File: config.mk
export PLATFORM = sky130hd
export DESIGN_NAME = bank_bus_top
export DESIGN_NICKNAME = d
export VERILOG_FILES = /design/src/bank_bus_pkg.sv /design/src/reg_bus_if.sv /design/src/bus_sync.sv /design/src/mem_decoder.sv /design/src/io_arbiter.sv /design/src/io_regs.sv /design/src/bank_bus_top.sv
export SDC_FILE = /design/constraint.sdc
export NUM_CORES = 1
export LEC_CHECK = 0
export ABC_AREA = 1
export BUFFER_PORTS_ARGS = -buffer_cell sky130_fd_sc_hd__buf_2
export CAP_MARGIN = 5
export CELL_PAD_IN_SITES_DETAIL_PLACEMENT = 1
export CELL_PAD_IN_SITES_GLOBAL_PLACEMENT = 2
export CORE_ASPECT_RATIO = 1.25
export CORE_MARGIN = 1
export CORE_UTILIZATION = 36
export DETAILED_ROUTE_END_ITERATION = 12
export HOLD_SLACK_MARGIN = 0.02
export PLACE_DENSITY_LB_ADDON = 0.1
export SYNTH_ARGS = -nofsm -noshare
export SYNTH_HDL_FRONTEND = slang
export SYNTH_HIERARCHICAL = 1
export SYNTH_SLANG_ARGS = --single-unit
File: constraint.sdc
create_clock -name sysclk -period 3.1 [get_ports sysclk]
set_input_delay 0.155 -clock sysclk [delete_from_list [all_inputs] [get_ports sysclk]]
set_output_delay 0.155 -clock sysclk [all_outputs]
set_load 0.005 [all_outputs]
File: src/bank_bus_pkg.sv
`default_nettype none

package bank_bus_pkg;

    //////////////////////////////////////////////////
    // Widths
    //////////////////////////////////////////////////
    localparam int ADDR_W   = 16;   // Z80 address bus
    localparam int DATA_W   = 8;
    localparam int PAGE_W   = 6;    // 64 pages of 16 KB
    localparam int BA_W     = 5;    // External bank address
    localparam int KEY_ROWS = 8;

    //////////////////////////////////////////////////
    // Bank registers
    //////////////////////////////////////////////////
    // One bank register, same layout as the I/O byte
    typedef struct packed {
        logic              ro;          // Bit 7, write protect
        logic              overlay;     // Bit 6, system RAM at $3800
        logic [PAGE_W-1:0] page;
    } bank_reg_t;

    // Indexed by CPU address bits 15:14
    typedef bank_reg_t [3:0] bank_set_t;

    // Bank 0 boots into ROM page 0 with overlay on
    localparam bank_set_t BANK_RESET = {
        bank_reg_t'{ro: 1'b0, overlay: 1'b0, page: 6'd19},     // Bank 3
        bank_reg_t'{ro: 1'b0, overlay: 1'b0, page: 6'd34},     // Bank 2
        bank_reg_t'{ro: 1'b0, overlay: 1'b0, page: 6'd33},     // Bank 1
        bank_reg_t'{ro: 1'b1, overlay: 1'b1, page: 6'd0}       // Bank 0
    };

    // Page ranges
    localparam logic [PAGE_W-1:0] PAGE_ROM_LAST   = 6'd3;
    localparam logic [PAGE_W-1:0] PAGE_CART_FIRST = 6'd16;
    localparam logic [PAGE_W-1:0] PAGE_CART_LAST  = 6'd19;
    localparam logic [PAGE_W-1:0] PAGE_RAM_FIRST  = 6'd32;

    //////////////////////////////////////////////////
    // I/O map
    //////////////////////////////////////////////////
    localparam logic [7:0] IO_BANK0       = 8'hF0;
    localparam logic [7:0] IO_BANK1       = 8'hF1;
    localparam logic [7:0] IO_BANK2       = 8'hF2;
    localparam logic [7:0] IO_BANK3       = 8'hF3;
    localparam logic [7:0] IO_SYSCTRL     = 8'hFB;
    localparam logic [7:0] IO_CASSETTE    = 8'hFC;
    localparam logic [7:0] IO_PRINTER     = 8'hFE;
    localparam logic [7:0] IO_KEYB        = 8'hFF;
    localparam logic [7:0] IO_KEYROW_BASE = 8'h00;  // Host only, $00-$07

    // Address bits 13:11 of system RAM inside an overlay bank
    localparam logic [2:0] SYSRAM_SEL = 3'b111;

    // Who owns the register bus this cycle
    typedef enum logic {
        INIT_CPU,
        INIT_HOST
    } initiator_t;

    typedef enum logic [1:0] {
        ARB_IDLE,   // Nothing pending
        ARB_CPU,    // Host waiting on a CPU I/O cycle
        ARB_HOST    // Host access on the bus
    } arb_state_t;

endpackage

`default_nettype wire

File: src/reg_bus_if.sv
`timescale 1ns/100ps
`default_nettype none

interface reg_bus_if import bank_bus_pkg::*; ();

    logic              strobe_wr;   // One cycle, commits on this edge
    logic              strobe_rd;
    initiator_t        initiator;
    logic [ADDR_W-1:0] addr;
    logic [DATA_W-1:0] wrdata;
    logic [DATA_W-1:0] rddata;      // Combinational from addr
    logic              hit;         // Register exists and is visible

    modport master (
        output strobe_wr, strobe_rd, initiator, addr, wrdata,
        input  rddata, hit
    );

    modport slave (
        input  strobe_wr, strobe_rd, initiator, addr, wrdata,
        output rddata, hit
    );

endinterface

`default_nettype wire

File: src/bus_sync.sv
`timescale 1ns/100ps
`default_nettype none

module bus_sync import bank_bus_pkg::*; (
    input  logic              sysclk,
    input  logic              reset,
    input  logic              rd_n,
    input  logic              wr_n,
    input  logic              iorq_n,
    input  logic [DATA_W-1:0] d_in,
    output logic              cpu_rd,
    output logic              cpu_wr,
    output logic [DATA_W-1:0] cpu_wrdata,
    output logic              io_cycle
);

    logic [2:0] rd_sync;
    logic [2:0] wr_sync;
    logic [1:0] iorq_sync;

    always_ff @(posedge sysclk or posedge reset) begin
        if (reset) begin
            rd_sync   <= '1;
            wr_sync   <= '1;
            iorq_sync <= '1;
            cpu_rd    <= 1'b0;
            cpu_wr    <= 1'b0;
        end else begin
            rd_sync   <= {rd_sync[1:0], rd_n};
            wr_sync   <= {wr_sync[1:0], wr_n};
            iorq_sync <= {iorq_sync[0], iorq_n};
            cpu_rd    <= rd_sync[2] & ~rd_sync[1];     // Falling edge
            cpu_wr    <= wr_sync[2] & ~wr_sync[1];
        end
    end

    // IORQ is one stage shorter, so io_cycle leads the strobe pulses
    assign io_cycle = ~iorq_sync[1];

    // Z80 holds data stable for the whole write strobe
    always_ff @(posedge sysclk) begin
        if (!wr_n) begin
            cpu_wrdata <= d_in;
        end
    end

    a_rd_wr_exclusive: assert property (@(posedge sysclk) disable iff (reset)
        !(cpu_rd && cpu_wr));

endmodule

`default_nettype wire

File: src/mem_decoder.sv
`timescale 1ns/100ps
`default_nettype none

module mem_decoder import bank_bus_pkg::*; (
    input  logic [ADDR_W-1:0] addr,
    input  logic              mreq_n,
    input  logic              wr_n,
    input  bank_set_t         banks,
    output logic [BA_W-1:0]   ba,
    output logic              rom_ce_n,
    output logic              cart_ce_n,
    output logic              ram_ce_n,
    output logic              ram_we_n
);

    bank_reg_t bank;
    logic      mem;
    logic      sel_sysram;
    logic      page_rom;
    logic      page_cart;
    logic      page_ram;
    logic      wr_blocked;
    logic      sel_ram;

    assign bank = banks[addr[15:14]];      // One register per 16 KB window
    assign mem  = !mreq_n;

    //////////////////////////////////////////////////
    // System RAM overlay
    //////////////////////////////////////////////////
    // $3800-$3FFF of an overlay bank, always page 32
    assign sel_sysram = mem && bank.overlay && addr[13:11] == SYSRAM_SEL;

    //////////////////////////////////////////////////
    // Page decode
    //////////////////////////////////////////////////
    assign page_rom  = bank.page <= PAGE_ROM_LAST;
    assign page_cart = bank.page >= PAGE_CART_FIRST && bank.page <= PAGE_CART_LAST;
    assign page_ram  = bank.page >= PAGE_RAM_FIRST;

    // Writes into a protected bank select nothing
    assign wr_blocked = !wr_n && bank.ro;

    assign sel_ram = sel_sysram || (mem && page_ram && !wr_blocked);

    assign rom_ce_n  = !(mem && page_rom && !sel_sysram);
    assign cart_ce_n = !(mem && page_cart && !sel_sysram && !wr_blocked);
    assign ram_ce_n  = !sel_ram;
    assign ram_we_n  = !(sel_ram && !wr_n);    // Overlay ignores ro

    assign ba = sel_sysram ? '0 : bank.page[BA_W-1:0];

endmodule

`default_nettype wire

File: src/io_arbiter.sv
`timescale 1ns/100ps
`default_nettype none

module io_arbiter import bank_bus_pkg::*; (
    input  logic              sysclk,
    input  logic              reset,
    input  logic              cpu_rd,
    input  logic              cpu_wr,
    input  logic [DATA_W-1:0] cpu_wrdata,
    input  logic              io_cycle,
    input  logic [ADDR_W-1:0] cpu_addr,
    input  logic              rd_n,
    input  logic              host_wr,
    input  logic              host_rd,
    input  logic [ADDR_W-1:0] host_addr,
    input  logic [DATA_W-1:0] host_wrdata,
    output logic [DATA_W-1:0] host_rddata,
    output logic              host_done,
    output logic [DATA_W-1:0] d_out,
    output logic              d_oe,
    reg_bus_if.master         bus
);

    arb_state_t        state;
    logic              host_req;
    logic              cpu_io_rd;
    logic              cpu_io_wr;
    logic              grant;
    logic              req_wr;       // Pending request is a write
    logic [ADDR_W-1:0] req_addr;
    logic [DATA_W-1:0] req_wrdata;

    assign host_req = host_wr | host_rd;
    assign grant    = state == ARB_HOST;

    // Memory cycles also toggle the strobes, keep only I/O ones
    assign cpu_io_rd = cpu_rd & io_cycle;
    assign cpu_io_wr = cpu_wr & io_cycle;

    //////////////////////////////////////////////////
    // Host request FSM
    //////////////////////////////////////////////////
    always_ff @(posedge sysclk or posedge reset) begin
        if (reset) begin
            state     <= ARB_IDLE;
            host_done <= 1'b0;
        end else begin
            host_done <= grant;                 // One cycle after grant
            case (state)
                ARB_IDLE: begin
                    if (host_req) begin
                        state <= io_cycle ? ARB_CPU : ARB_HOST;
                    end
                end
                ARB_CPU: begin
                    if (!io_cycle) begin
                        state <= ARB_HOST;
                    end
                end
                default: state <= ARB_IDLE;     // ARB_HOST lasts one cycle
            endcase
        end
    end

    always_ff @(posedge sysclk) begin
        if (host_req && state == ARB_IDLE) begin
            req_wr     <= host_wr;
            req_addr   <= host_addr;
            req_wrdata <= host_wrdata;
        end
        if (grant) begin
            host_rddata <= bus.rddata;
        end
    end

    //////////////////////////////////////////////////
    // Register bus mux
    //////////////////////////////////////////////////
    assign bus.strobe_wr = grant ? req_wr      : cpu_io_wr;
    assign bus.strobe_rd = grant ? !req_wr     : cpu_io_rd;
    assign bus.initiator = grant ? INIT_HOST   : INIT_CPU;
    assign bus.addr      = grant ? req_addr    : cpu_addr;
    assign bus.wrdata    = grant ? req_wrdata  : cpu_wrdata;

    // CPU read path, dropped for the single host cycle
    assign d_out = bus.rddata;
    assign d_oe  = io_cycle && !rd_n && bus.hit && !grant;

    // Grant is decided with io_cycle low, which leads any CPU strobe
    a_grant_no_cpu: assert property (@(posedge sysclk) disable iff (reset)
        grant |-> !(cpu_io_rd || cpu_io_wr));

    a_one_pending: assert property (@(posedge sysclk) disable iff (reset)
        host_req |-> state == ARB_IDLE);

endmodule

`default_nettype wire

File: src/io_regs.sv
`timescale 1ns/100ps
`default_nettype none

module io_regs import bank_bus_pkg::*; (
    input  logic      sysclk,
    input  logic      reset,
    input  logic      cassette_in,
    input  logic      printer_in,
    output bank_set_t banks,
    output logic      cassette_out,
    output logic      printer_out,
    reg_bus_if.slave  bus
);

    logic [7:0]                       port;
    logic                             hide_regs;   // Sysctrl bit 0
    logic                             dis_sound;   // Sysctrl bit 1, storage only
    logic [KEY_ROWS-1:0][DATA_W-1:0]  key_rows;
    logic [DATA_W-1:0]                key_and;
    logic                             key_sel;
    logic [2:0]                       cassette_sync;
    logic [2:0]                       printer_sync;

    assign port = bus.addr[7:0];

    // Key rows exist only for the host
    assign key_sel = bus.initiator == INIT_HOST && port[7:3] == IO_KEYROW_BASE[7:3];

    always_ff @(posedge sysclk) begin
        cassette_sync <= {cassette_sync[1:0], cassette_in};
        printer_sync  <= {printer_sync[1:0], printer_in};
    end

    //////////////////////////////////////////////////
    // Key matrix, high address byte selects rows
    //////////////////////////////////////////////////
    always_comb begin
        key_and = '1;
        for (int r = 0; r < KEY_ROWS; r++) begin
            if (!bus.addr[8 + r]) begin
                key_and &= key_rows[r];
            end
        end
    end

    //////////////////////////////////////////////////
    // Read mux and hit
    //////////////////////////////////////////////////
    always_comb begin
        bus.rddata = '1;
        bus.hit    = 1'b0;
        case (port)
            IO_BANK0, IO_BANK1, IO_BANK2, IO_BANK3: begin
                bus.hit    = !hide_regs;
                bus.rddata = banks[port[1:0]];
            end
            IO_SYSCTRL: begin
                bus.hit    = 1'b1;
                bus.rddata = {6'b0, dis_sound, hide_regs};
            end
            IO_CASSETTE: begin
                bus.hit    = 1'b1;
                bus.rddata = {7'b0, ~cassette_sync[2]};   // Inverted input
            end
            IO_PRINTER: begin
                bus.hit    = 1'b1;
                bus.rddata = {7'b0, printer_sync[2]};
            end
            IO_KEYB: begin
                bus.hit    = 1'b1;
                bus.rddata = key_and;
            end
            default: begin
                if (key_sel) begin
                    bus.hit    = 1'b1;
                    bus.rddata = key_rows[port[2:0]];
                end
            end
        endcase
    end

    //////////////////////////////////////////////////
    // Register writes
    //////////////////////////////////////////////////
    always_ff @(posedge sysclk or posedge reset) begin
        if (reset) begin
            banks        <= BANK_RESET;
            hide_regs    <= 1'b0;
            dis_sound    <= 1'b0;
            cassette_out <= 1'b0;
            printer_out  <= 1'b0;
            key_rows     <= '1;                 // All keys released
        end else if (bus.strobe_wr && bus.hit) begin
            case (port)
                IO_BANK0, IO_BANK1, IO_BANK2, IO_BANK3: begin
                    banks[port[1:0]] <= bank_reg_t'(bus.wrdata);
                end
                IO_SYSCTRL:  {dis_sound, hide_regs} <= bus.wrdata[1:0];
                IO_CASSETTE: cassette_out <= bus.wrdata[0];
                IO_PRINTER:  printer_out  <= bus.wrdata[0];
                default: begin
                    if (key_sel) begin
                        key_rows[port[2:0]] <= bus.wrdata;
                    end
                end
            endcase
        end
    end

    // The arbiter never mixes a CPU and a host strobe on the bus
    a_single_strobe: assert property (@(posedge sysclk) disable iff (reset)
        !(bus.strobe_wr && bus.strobe_rd));

endmodule

`default_nettype wire

File: src/bank_bus_top.sv
`timescale 1ns/100ps
`default_nettype none

module bank_bus_top import bank_bus_pkg::*; (
    input  logic              sysclk,
    input  logic              reset,
    input  logic [ADDR_W-1:0] addr,
    input  logic [DATA_W-1:0] d_in,
    input  logic              rd_n,
    input  logic              wr_n,
    input  logic              mreq_n,
    input  logic              iorq_n,
    input  logic              cassette_in,
    input  logic              printer_in,
    input  logic              host_wr,
    input  logic              host_rd,
    input  logic [ADDR_W-1:0] host_addr,
    input  logic [DATA_W-1:0] host_wrdata,
    output logic [DATA_W-1:0] d_out,
    output logic              d_oe,
    output logic [BA_W-1:0]   ba,
    output logic              rom_ce_n,
    output logic              cart_ce_n,
    output logic              ram_ce_n,
    output logic              ram_we_n,
    output logic              cassette_out,
    output logic              printer_out,
    output logic [DATA_W-1:0] host_rddata,
    output logic              host_done
);

    logic              cpu_rd;
    logic              cpu_wr;
    logic [DATA_W-1:0] cpu_wrdata;
    logic              io_cycle;
    bank_set_t         banks;

    reg_bus_if bus_i ();

    //////////////////////////////////////////////////
    // CPU side
    //////////////////////////////////////////////////
    bus_sync bus_sync_i (
        .sysclk     (sysclk),
        .reset      (reset),
        .rd_n       (rd_n),
        .wr_n       (wr_n),
        .iorq_n     (iorq_n),
        .d_in       (d_in),
        .cpu_rd     (cpu_rd),
        .cpu_wr     (cpu_wr),
        .cpu_wrdata (cpu_wrdata),
        .io_cycle   (io_cycle)
    );

    mem_decoder mem_decoder_i (
        .addr      (addr),
        .mreq_n    (mreq_n),
        .wr_n      (wr_n),
        .banks     (banks),
        .ba        (ba),
        .rom_ce_n  (rom_ce_n),
        .cart_ce_n (cart_ce_n),
        .ram_ce_n  (ram_ce_n),
        .ram_we_n  (ram_we_n)
    );

    //////////////////////////////////////////////////
    // Register bus
    //////////////////////////////////////////////////
    io_arbiter io_arbiter_i (
        .sysclk      (sysclk),
        .reset       (reset),
        .cpu_rd      (cpu_rd),
        .cpu_wr      (cpu_wr),
        .cpu_wrdata  (cpu_wrdata),
        .io_cycle    (io_cycle),
        .cpu_addr    (addr),
        .rd_n        (rd_n),
        .host_wr     (host_wr),
        .host_rd     (host_rd),
        .host_addr   (host_addr),
        .host_wrdata (host_wrdata),
        .host_rddata (host_rddata),
        .host_done   (host_done),
        .d_out       (d_out),
        .d_oe        (d_oe),
        .bus         (bus_i)
    );

    io_regs io_regs_i (
        .sysclk       (sysclk),
        .reset        (reset),
        .cassette_in  (cassette_in),
        .printer_in   (printer_in),
        .banks        (banks),
        .cassette_out (cassette_out),
        .printer_out  (printer_out),
        .bus          (bus_i)
    );

endmodule

`default_nettype wire

-- Word-level counts from Yosys, hierarchy flattened
Index checks and enable logic that the tools add are counted.
- register bits: 156
- output and inout port bits: 29
- logic and storage cells: 148
- magnitude comparators: 9
- reductions and logical operators: 43
- equality and inequality tests: 13
- bitwise logic cells: 14
- mux-type cells: 33
- operators by type and width (cell ; count):
    two-way mux 8 bit ; 15
    bitwise mux 64 bit ; 1
    == test 8 bit, second input constant ; 8
    bitwise AND 8 bit ; 7
    case mux 8 bit (5 select lines) ; 1
    binary-select mux 8 bit (select 2 bit) ; 2
    bitwise mux 32 bit ; 1
    binary-select mux 8 bit (select 3 bit) ; 1
    demux 8 bit (select 3 bit) ; 1
    logical AND 1 bit ; 20
    demux 8 bit (select 2 bit) ; 1
    two-way mux 16 bit ; 1
    zero test 1 bit ; 11
    AND reduction 2 bit ; 5
    OR reduction 4 bit ; 2
    OR reduction 7 bit ; 1
    >= comparator 6 x 5 -> 1 bit, second input constant ; 1
    >= comparator 6 bit, second input constant ; 1
    <= comparator 6 x 2 -> 1 bit, second input constant ; 1
    <= comparator 6 x 5 -> 1 bit, second input constant ; 1
    < comparator 2 x 3 -> 1 bit, second input constant ; 2
    two-way mux 2 bit ; 3
    zero test 5 bit ; 1
    two-way mux 5 bit ; 1
    other kinds (17) ; 23

-- Logic depth before layout (Yosys ltp)
Gate-level depths: netlist of the first run.
- depth after elaboration: 18
- gate-level depth with buffers: 17

-- Cells and area by module
Netlist of the first run, hierarchy kept.
- by module, submodules not included (module ; area each (sq um) ; times used ; sequential area each (sq um) ; cells an instance):
    io_regs ; 5809.3 ; 1 ; 2713.9 ; 753
    io_arbiter ; 1679.1 ; 1 ; 1066.0 ; 150
    bus_sync ; 531.8 ; 1 ; 500.5 ; 25
    mem_decoder ; 430.4 ; 1 ; 0.0 ; 92

-- Worst setup path after synthesis of the first run
No wires, ideal clock.
- path kind: register -> output
- start: register io_arbiter_i.state[1]
- end: output port d_out[2]
- cell stages (with the launch flop): 16
- arrival time: 2092 ps
- path slack: 853 ps
- path through: dfrtp_1 > buf_6 > nand2_4 > buf_6 > nand2_1 > nand2_1 > buf_2 > inv_2 > nand2_1 > nor2_1 > nand2_1 > nand2_1 > nor3_1 > nand2_1 > nand3_1 > buf_4
- elaborated cells between the ends (all ways): 35
- those cells by class: eq/ne (9); mux (16); bitwise (7); reduce/logical (3)
- RTL lines (element ; RTL line ; source):
    from (decl) ; io_arbiter.sv:24 ; arb_state_t state;
    from (signal assigned) ; io_arbiter.sv:52 ; state <= io_cycle ? ARB_CPU : ARB_HOST;
    == test 2 bit * ; io_arbiter.sv:34 ; assign grant = state == ARB_HOST;
    two-way mux 16 bit * ; io_arbiter.sv:82 ; assign bus.addr = grant ? req_addr : cpu_addr;
    via bus_i.addr[2] ; reg_bus_if.sv:9 ; logic [ADDR_W-1:0] addr;
    binary-select mux 8 bit (select 3 bit) ; io_regs.sv:76 ; bus.rddata = key_rows[port[2:0]];
    two-way mux 8 bit (implied by the code) ; io_regs.sv:76 ;
    two-way mux 8 bit ; io_regs.sv:74 ; if (key_sel) begin
    case mux 8 bit (5 select lines) * ; io_regs.sv:52 ; case (port)
    to (decl) ; bank_bus_top.sv:19 ; output logic [DATA_W-1:0] d_out,
The timed path passes the listed nets; every way through them passes the cells marked *. The select of a mux whose other input is x is not followed.

-- Worst setup path in the final report of the first run
- start: register io_arbiter_i.state[1]
- end: output port d_out[0]
Same word-level chain as after synthesis.

==> results of run 1 <==
==> worst min-delay path, cell delays in order <==
cell     delay [ps]
buf_2            70
nor2_1           60
a21oi_1         230
==> sequential cells by signal, indices dropped and copies added (netlist names), 2 cells and up <==
register	count
bus_sync_i/iorq_sync	2
io_arbiter_i/state	2
bus_sync_i/cpu_wrdata	8
bus_sync_i/wr_sync	3
io_arbiter_i/req_addr	16
io_regs_i/banks	32
io_regs_i/printer_sync	3
io_regs_i/cassette_sync	3
io_arbiter_i/host_rddata	8
io_regs_i/key_rows	64
io_arbiter_i/req_wrdata	8
==> layer usage <==
layer,part of all wire,up-vias
met3,0.044,49
li1,-,3638
met5,0,-
met1,0.43,3882
met2,0.49,222
met4,0.033,0
==> cell type report <==
cell class,instances,area (sq um),area share
clock buffers,21,462,0.0461
clock inverters,11,105,0.0105
inverters,41,170,0.0170
multi-input cells,735,3560,0.356
flip-flops and latches,156,4180,0.417
well taps,283,354,0.0353
repair buffers,168,1190,0.119
==> path summary, 6_finish.rpt <==
check | slack, ps | to
worst max-delay path | 170 | d_out[0]
worst max register to register | 250 | io_regs_i/key_rows[11]
max in group asynchronous | 1720 | io_regs_i/key_rows[29]
worst min-delay path | 160 | io_arbiter_i/state[1]
worst min register to register | 330 | io_regs_i/printer_sync[1]
min in group asynchronous | 200 | io_arbiter_i/host_done
==> power groups by stage <==
stage	registers, mW	clock network (mW)	logic, mW
3_3_place_gp	2.23	0	0.669
5_1_grt	2.21	2.23	0.786
3_5_place_dp	2.24	0	0.672
6_report	2.20	2.09	0.733
2_1_floorplan	2.23	0	0.395
4_1_cts	2.20	2.13	0.725
==> placed cells by master, fill, tap and decap left out, types with 6 or more instances in the layout <==
| master | n |
|---|---|
| nand2_1 | 392 |
| nand4_1 | 115 |
| buf_2 | 86 |
| dfstp_2 | 78 |
| nor2_1 | 52 |
| nand3_1 | 51 |
| edfxtp_1 | 41 |
| buf_4 | 40 |
| dlygate4sd3_1 | 38 |
| dfrtp_1 | 31 |
| inv_1 | 29 |
| nor3_1 | 19 |
| clkbuf_16 | 18 |
| o22ai_1 | 17 |
| o21ai_0 | 17 |
| nand3_2 | 13 |
| a22o_1 | 13 |
| nand2_2 | 9 |
| nand4_2 | 9 |
| nor2_2 | 7 |
| inv_2 | 7 |
| inv_4 | 6 |
| dfxtp_1 | 6 |
==> what timing repair did <==
item | CTS | global route
hold buffers | 38 | 0
pin swaps | 1 | 1
resized for setup | 4 | 5
setup buffers | 5 | 1
setup endpoints to repair | 8 | 21
hold endpoints to repair | 73 | 0
==> results by group, run 1 <==
STA
  – Clk_skew: 10.3 ps
  – Final slew viol count: 0
  – Period utilization: 0.944
  – Post-route setup slack: 174 ps
  – Fmax: 342 MHz
  – Final count of negative-setup-slack endpoints: 0
  – Sum Neg Setup Slack: 0 ps
  – Final Hold Fails: 0
  – RSZ-0062 raised after global routing: no
  – Worst-Margin Slew: just over 900 ps
  – Hold slack final: 163 ps
  – Min Tclk post-route: 2930 ps
  – Slew headroom: 0.381

GRT
  – Initial antenna violation count: 0
  – GRT busiest layer: met2
  – Global routing usage on met1: 0.359
  – Largest net degree at the start of global routing: 63
  – Vias in the first global route: a little over 8000
  – Grt ovf: 0
  – Met2 usage: 0.477
  – Tot GR Track Use: 0.284
  – Met3 GRT Util: 0.0434
  – First-pass GRT wire length: between 40000 and 50000 um

Min path
  – Min-delay src: host_rd
  – Worst Hold Class: primary input to flip-flop
  – Hold path cells: 3

Power and ir drop
  – Internal power: 3.55 mW
  – Power share of the clock group: 0.417
  – Power Total: 5.03 mW
  – P_sw: approximately 1.5 mW
  – Combinational power share: 0.146
  – Peak supply drop: ~0.00035 V
  – PwrDens: 502 nW/um^2
  – Sw Share: 0.293
  – Reg power frac: 0.438
  – P_leak: 4.56 nW

Floorplanning
  – Die Span Y: 172 um
  – IO Pins: 87
  – Initial Utilization: 0.371
  – DIE AREA: 23700 sq um
  – CORE AREA: 22400 sq um
  – Chip width: 138 um
  – # rows: 61

Worst setup path
  – Worst path max stage delay: 450 ps
  – CP arrival: about 2800 ps
  – Family with the most delay on the worst path: buffers and inverters
  – WP data required: 2940 ps
  – Worst-path maximum fanout: 43
  – Startpoint types: flip-flop
  – Slowest cell on the critical path: dfrtp_1
  – Crit Path Class: flip-flop to output pin
  – Reg-to-Reg Start: io_arbiter_i/state[1]
  – Crit path from: io_arbiter_i/state[1]
  – CP Depth: 12
  – CP Capture Type: output pin
  – Worst reg2reg path depth: 12
  – CP Cell Sequence: buf_4 -> nand3_1 -> nand2_2 -> buf_4 -> nor4_4 -> buf_4 -> buf_12 -> o21ai_0 -> nand2_1 -> nor2_1 -> nand2_1 -> buf_2
  – CP bufs+invs: 5
  – Most used cell, CP: buf_4

Logic synthesis
  – Synth Instances: slightly above 1000
  – Post-Syn Area: 8310 sq um
  – Syn avg cell area: 8.24 sq um
  – Synth Net Count: roughly 1100
  – Yosys warns: 6

Clock tree
  – Worst-skew pair later-pin latency: approximately 430 ps
  – Clk pin slew, worst setup/hold paths: about 70 ps
  – CTS sink cnt: between 150 and 200
  – Cts bufs inserted: 17
  – CTS max path bufs: 2
  – H-tree depth: 4
  – Root Driver: clkbuf_16
  – CTS tree: built

Final layout
  – Final instance area: 10000 sq um
  – Ant diodes: 0
  – Filler instances: around 2700
  – Layout cell share with drive strength beyond 1: 0.262
  – Nets: approximately 1200
  – Final std cells w/o fill: 1415
  – Final core occ: 0.447
  – Layout area overhead: 20.6%

Placement
  – GP Congestion: 0.889
  – Pre-CTS WS: 231 ps
  – Placed instance count: 1339
  – DP Wirelength: 21800 um
  – Input/output buffers: 86
  – DP Area: 9000 sq um

Outcome
  – Status: complete, no violations

Route
  – Per-cell routed wire length: roughly 22 um
  – Antenna-violating nets left: 0
  – DRT Wirelength: 31600 um
  – DRC violations left: 0
  – Vias/cell: 5.51
  – Initial drt markers: approximately 450
  – Drt first pass iters: 4
  – Vias: 7791

Flow run
  – Max-cap violations: 0
No activity file was read; power rests on OpenSTA's default activity.
==> inputs of run 2 (changes only) <==
- ABC_AREA: 1 -> not set
- CORE_UTILIZATION: 36 -> 42
==> results by group, run 2 <==
Worst setup path
  – Crit path from: io_arbiter_i/state[0]
  – CP Capture Type: output pin
  – FF-to-FF End: io_regs_i/banks[31]
  – CP Cell Sequence: nor2b_4 -> buf_4 -> mux2_2 -> and4_2 -> nand2_1 -> nand2_2 -> buf_4 -> o21ai_0 -> buf_2
  – R2r setup slk: 200 ps
  – Crit path to: d_out[2]
  – Worst-path maximum fanout: 5
  – WP data required: roughly 3000 ps
  – CP Depth: 9
  – Most used cell, CP: buf_4
  – CP arrival: around 2800 ps
  – Reg-to-Reg Start: io_arbiter_i/state[0]
  – Family with the most delay on the worst path: simple AND/OR/NAND/NOR gates
  – Worst reg2reg path depth: 10
  – Crit Path Class: flip-flop to output pin
  – Startpoint types: flip-flop
  – Slowest cell on the critical path: dfrtp_2
  – CP bufs+invs: 3
  – Worst path max stage delay: 440 ps

GRT
  – Largest net degree at the start of global routing: roughly 100
  – Met2 usage: 0.430
  – Met3 GRT Util: 0.0490
  – GRT busiest layer: met2
  – Tot GR Track Use: 0.249
  – Global routing usage on met1: 0.301
  – Grt ovf: 0
  – Initial antenna violation count: 0
  – First-pass GRT wire length: 34300 um
  – Vias in the first global route: 5884

Clock tree
  – H-tree depth: 4
  – Cts bufs inserted: 17
  – CTS tree: built
  – Root Driver: clkbuf_16
  – Clk pin slew, worst setup/hold paths: 70 ps
  – CTS sink cnt: about 160
  – CTS max path bufs: 2
  – Worst-skew pair later-pin latency: 430 ps

Final layout
  – Final std cells w/o fill: 909
  – Final instance area: 9530 sq um
  – Layout area overhead: 22.6%
  – Nets: about 730
  – Max FFs per register: 64
  – Most frequent cells in the layout: mux2_2, buf_2, dfstp_2
  – Register with the most flip-flops: io_regs_i/key_rows
  – Commonest non-fill, non-tap cell in the layout: mux2_2
  – Ant diodes: 0
  – Layout cell share with drive strength beyond 1: 0.561
  – Filler instances: about 1800
  – Top flop regs: io_regs_i/key_rows x64, io_regs_i/banks x32, io_arbiter_i/req_addr x16

Power and ir drop
  – P_leak: 3.97 nW
  – Peak supply drop: 0.000360 V
  – PwrDens: 533 nW/um^2
  – Power Total: 5.08 mW

STA
  – Worst-Margin Slew: 1030 ps
  – Slew headroom: 0.308
  – Post-route setup slack: 132 ps
  – Sum Neg Setup Slack: 0 ps
  – Final slew viol count: 0
  – Min Tclk post-route: 2970 ps
  – Final count of negative-setup-slack endpoints: 0
  – Clk_skew: between 9 and 10 ps
  – Fmax: 337 MHz
  – Final Hold Fails: 0
  – Period utilization: 0.957
  – RSZ-0062 raised after global routing: no

Route
  – Per-cell routed wire length: approximately 25 um
  – Vias: 5281
  – Initial drt markers: about 280
  – DRT Wirelength: 22300 um
  – DRC violations left: 0
  – Vias/cell: 5.81
  – Drt first pass iters: 5
  – Antenna-violating nets left: 0

Floorplanning
  – Die Span Y: 154 um
  – DIE AREA: 19100 sq um
  – Initial Utilization: 0.430
  – Chip width: 124 um
  – IO Pins: a little under 90
  – CORE AREA: 18100 sq um
  – # rows: 55

Logic synthesis
  – Syn avg cell area: 14.4 sq um
  – Yosys warns: 6
  – Post-Syn Area: ~7800 sq um
  – Synth Instances: 539
  – Synth Net Count: 597

Placement
  – Placed instance count: approximately 830
  – GP Congestion: 0.815
  – Input/output buffers: 86
  – Pre-CTS WS: 156 ps
  – DP Wirelength: 14900 um
  – DP Area: ~8500 sq um

Outcome
  – Status: complete, no violations

Min path
  – Worst Hold Class: primary input to flip-flop

Flow run
  – Max-cap violations: 0
==> run 2: per-layer routing <==
layer | wire length [um] | up-vias
met5 | 0 | -
met4 | 666 | 0
met3 | 826 | 46
met2 | 11700 | 142
met1 | 9140 | 2771
li1 | - | 2322
==> run 2: worst min path at each step <==
stage	from	to	slack [ps]	cells after the start
finish	host_rd	io_arbiter_i/state[1]	60	3
global route	host_rd	io_arbiter_i/state[1]	100	3
CTS	host_rd	io_arbiter_i/state[1]	40	3
detailed placement	reset	io_arbiter_i/host_done	50	2
global placement	reset	io_arbiter_i/host_done	50	2
floorplan	reset	io_arbiter_i/host_done	-90	1
==> run 2: worst reg2reg max path, cell delays in order (launching register included) <==
cell	delay, ps
dfrtp_2	440
nor2b_4	200
buf_4	180
mux2_2	360
nor2_1	230
nand4b_4	140
buf_4	190
buf_4	160
a311oi_4	280
buf_4	240
mux2_2	360
==> run 2: final cells by class <==
type                    count  area (sq um)  area share
clock buffers              19           464      0.0487
repair buffers            157          1100       0.116
well taps                 228           285      0.0299
multi-input cells         327          3310       0.348
clock inverters            13           151      0.0159
inverters                   9          35.0     0.00368
flip-flops and latches    156          4180       0.438
==> run 2: power by group <==
group	total (mW)	internal (mW)	switching, mW	leakage [nW]
sequential	2.26	2.22	0.0398	1.65
clock	2.19	1.28	0.910	0.303
combinational	0.640	0.273	0.367	2.01
==> run 2: per-stage QoR <==
step,hold WS [ps],util
2_1_floorplan,-91.4,-
3_3_place_gp,54.3,0.467
3_5_place_dp,55.0,0.467
4_1_cts,38.3,0.526
5_1_grt,96.0,0.527
6_report,61.4,0.527
==> run 2: what timing repair did <==
item	in CTS	in global routing
pin swaps	2	0
hold buffers	38	0
hold endpoints to repair	73	0
setup endpoints to repair	8	9
setup buffers	6	0
resized for setup	8	10
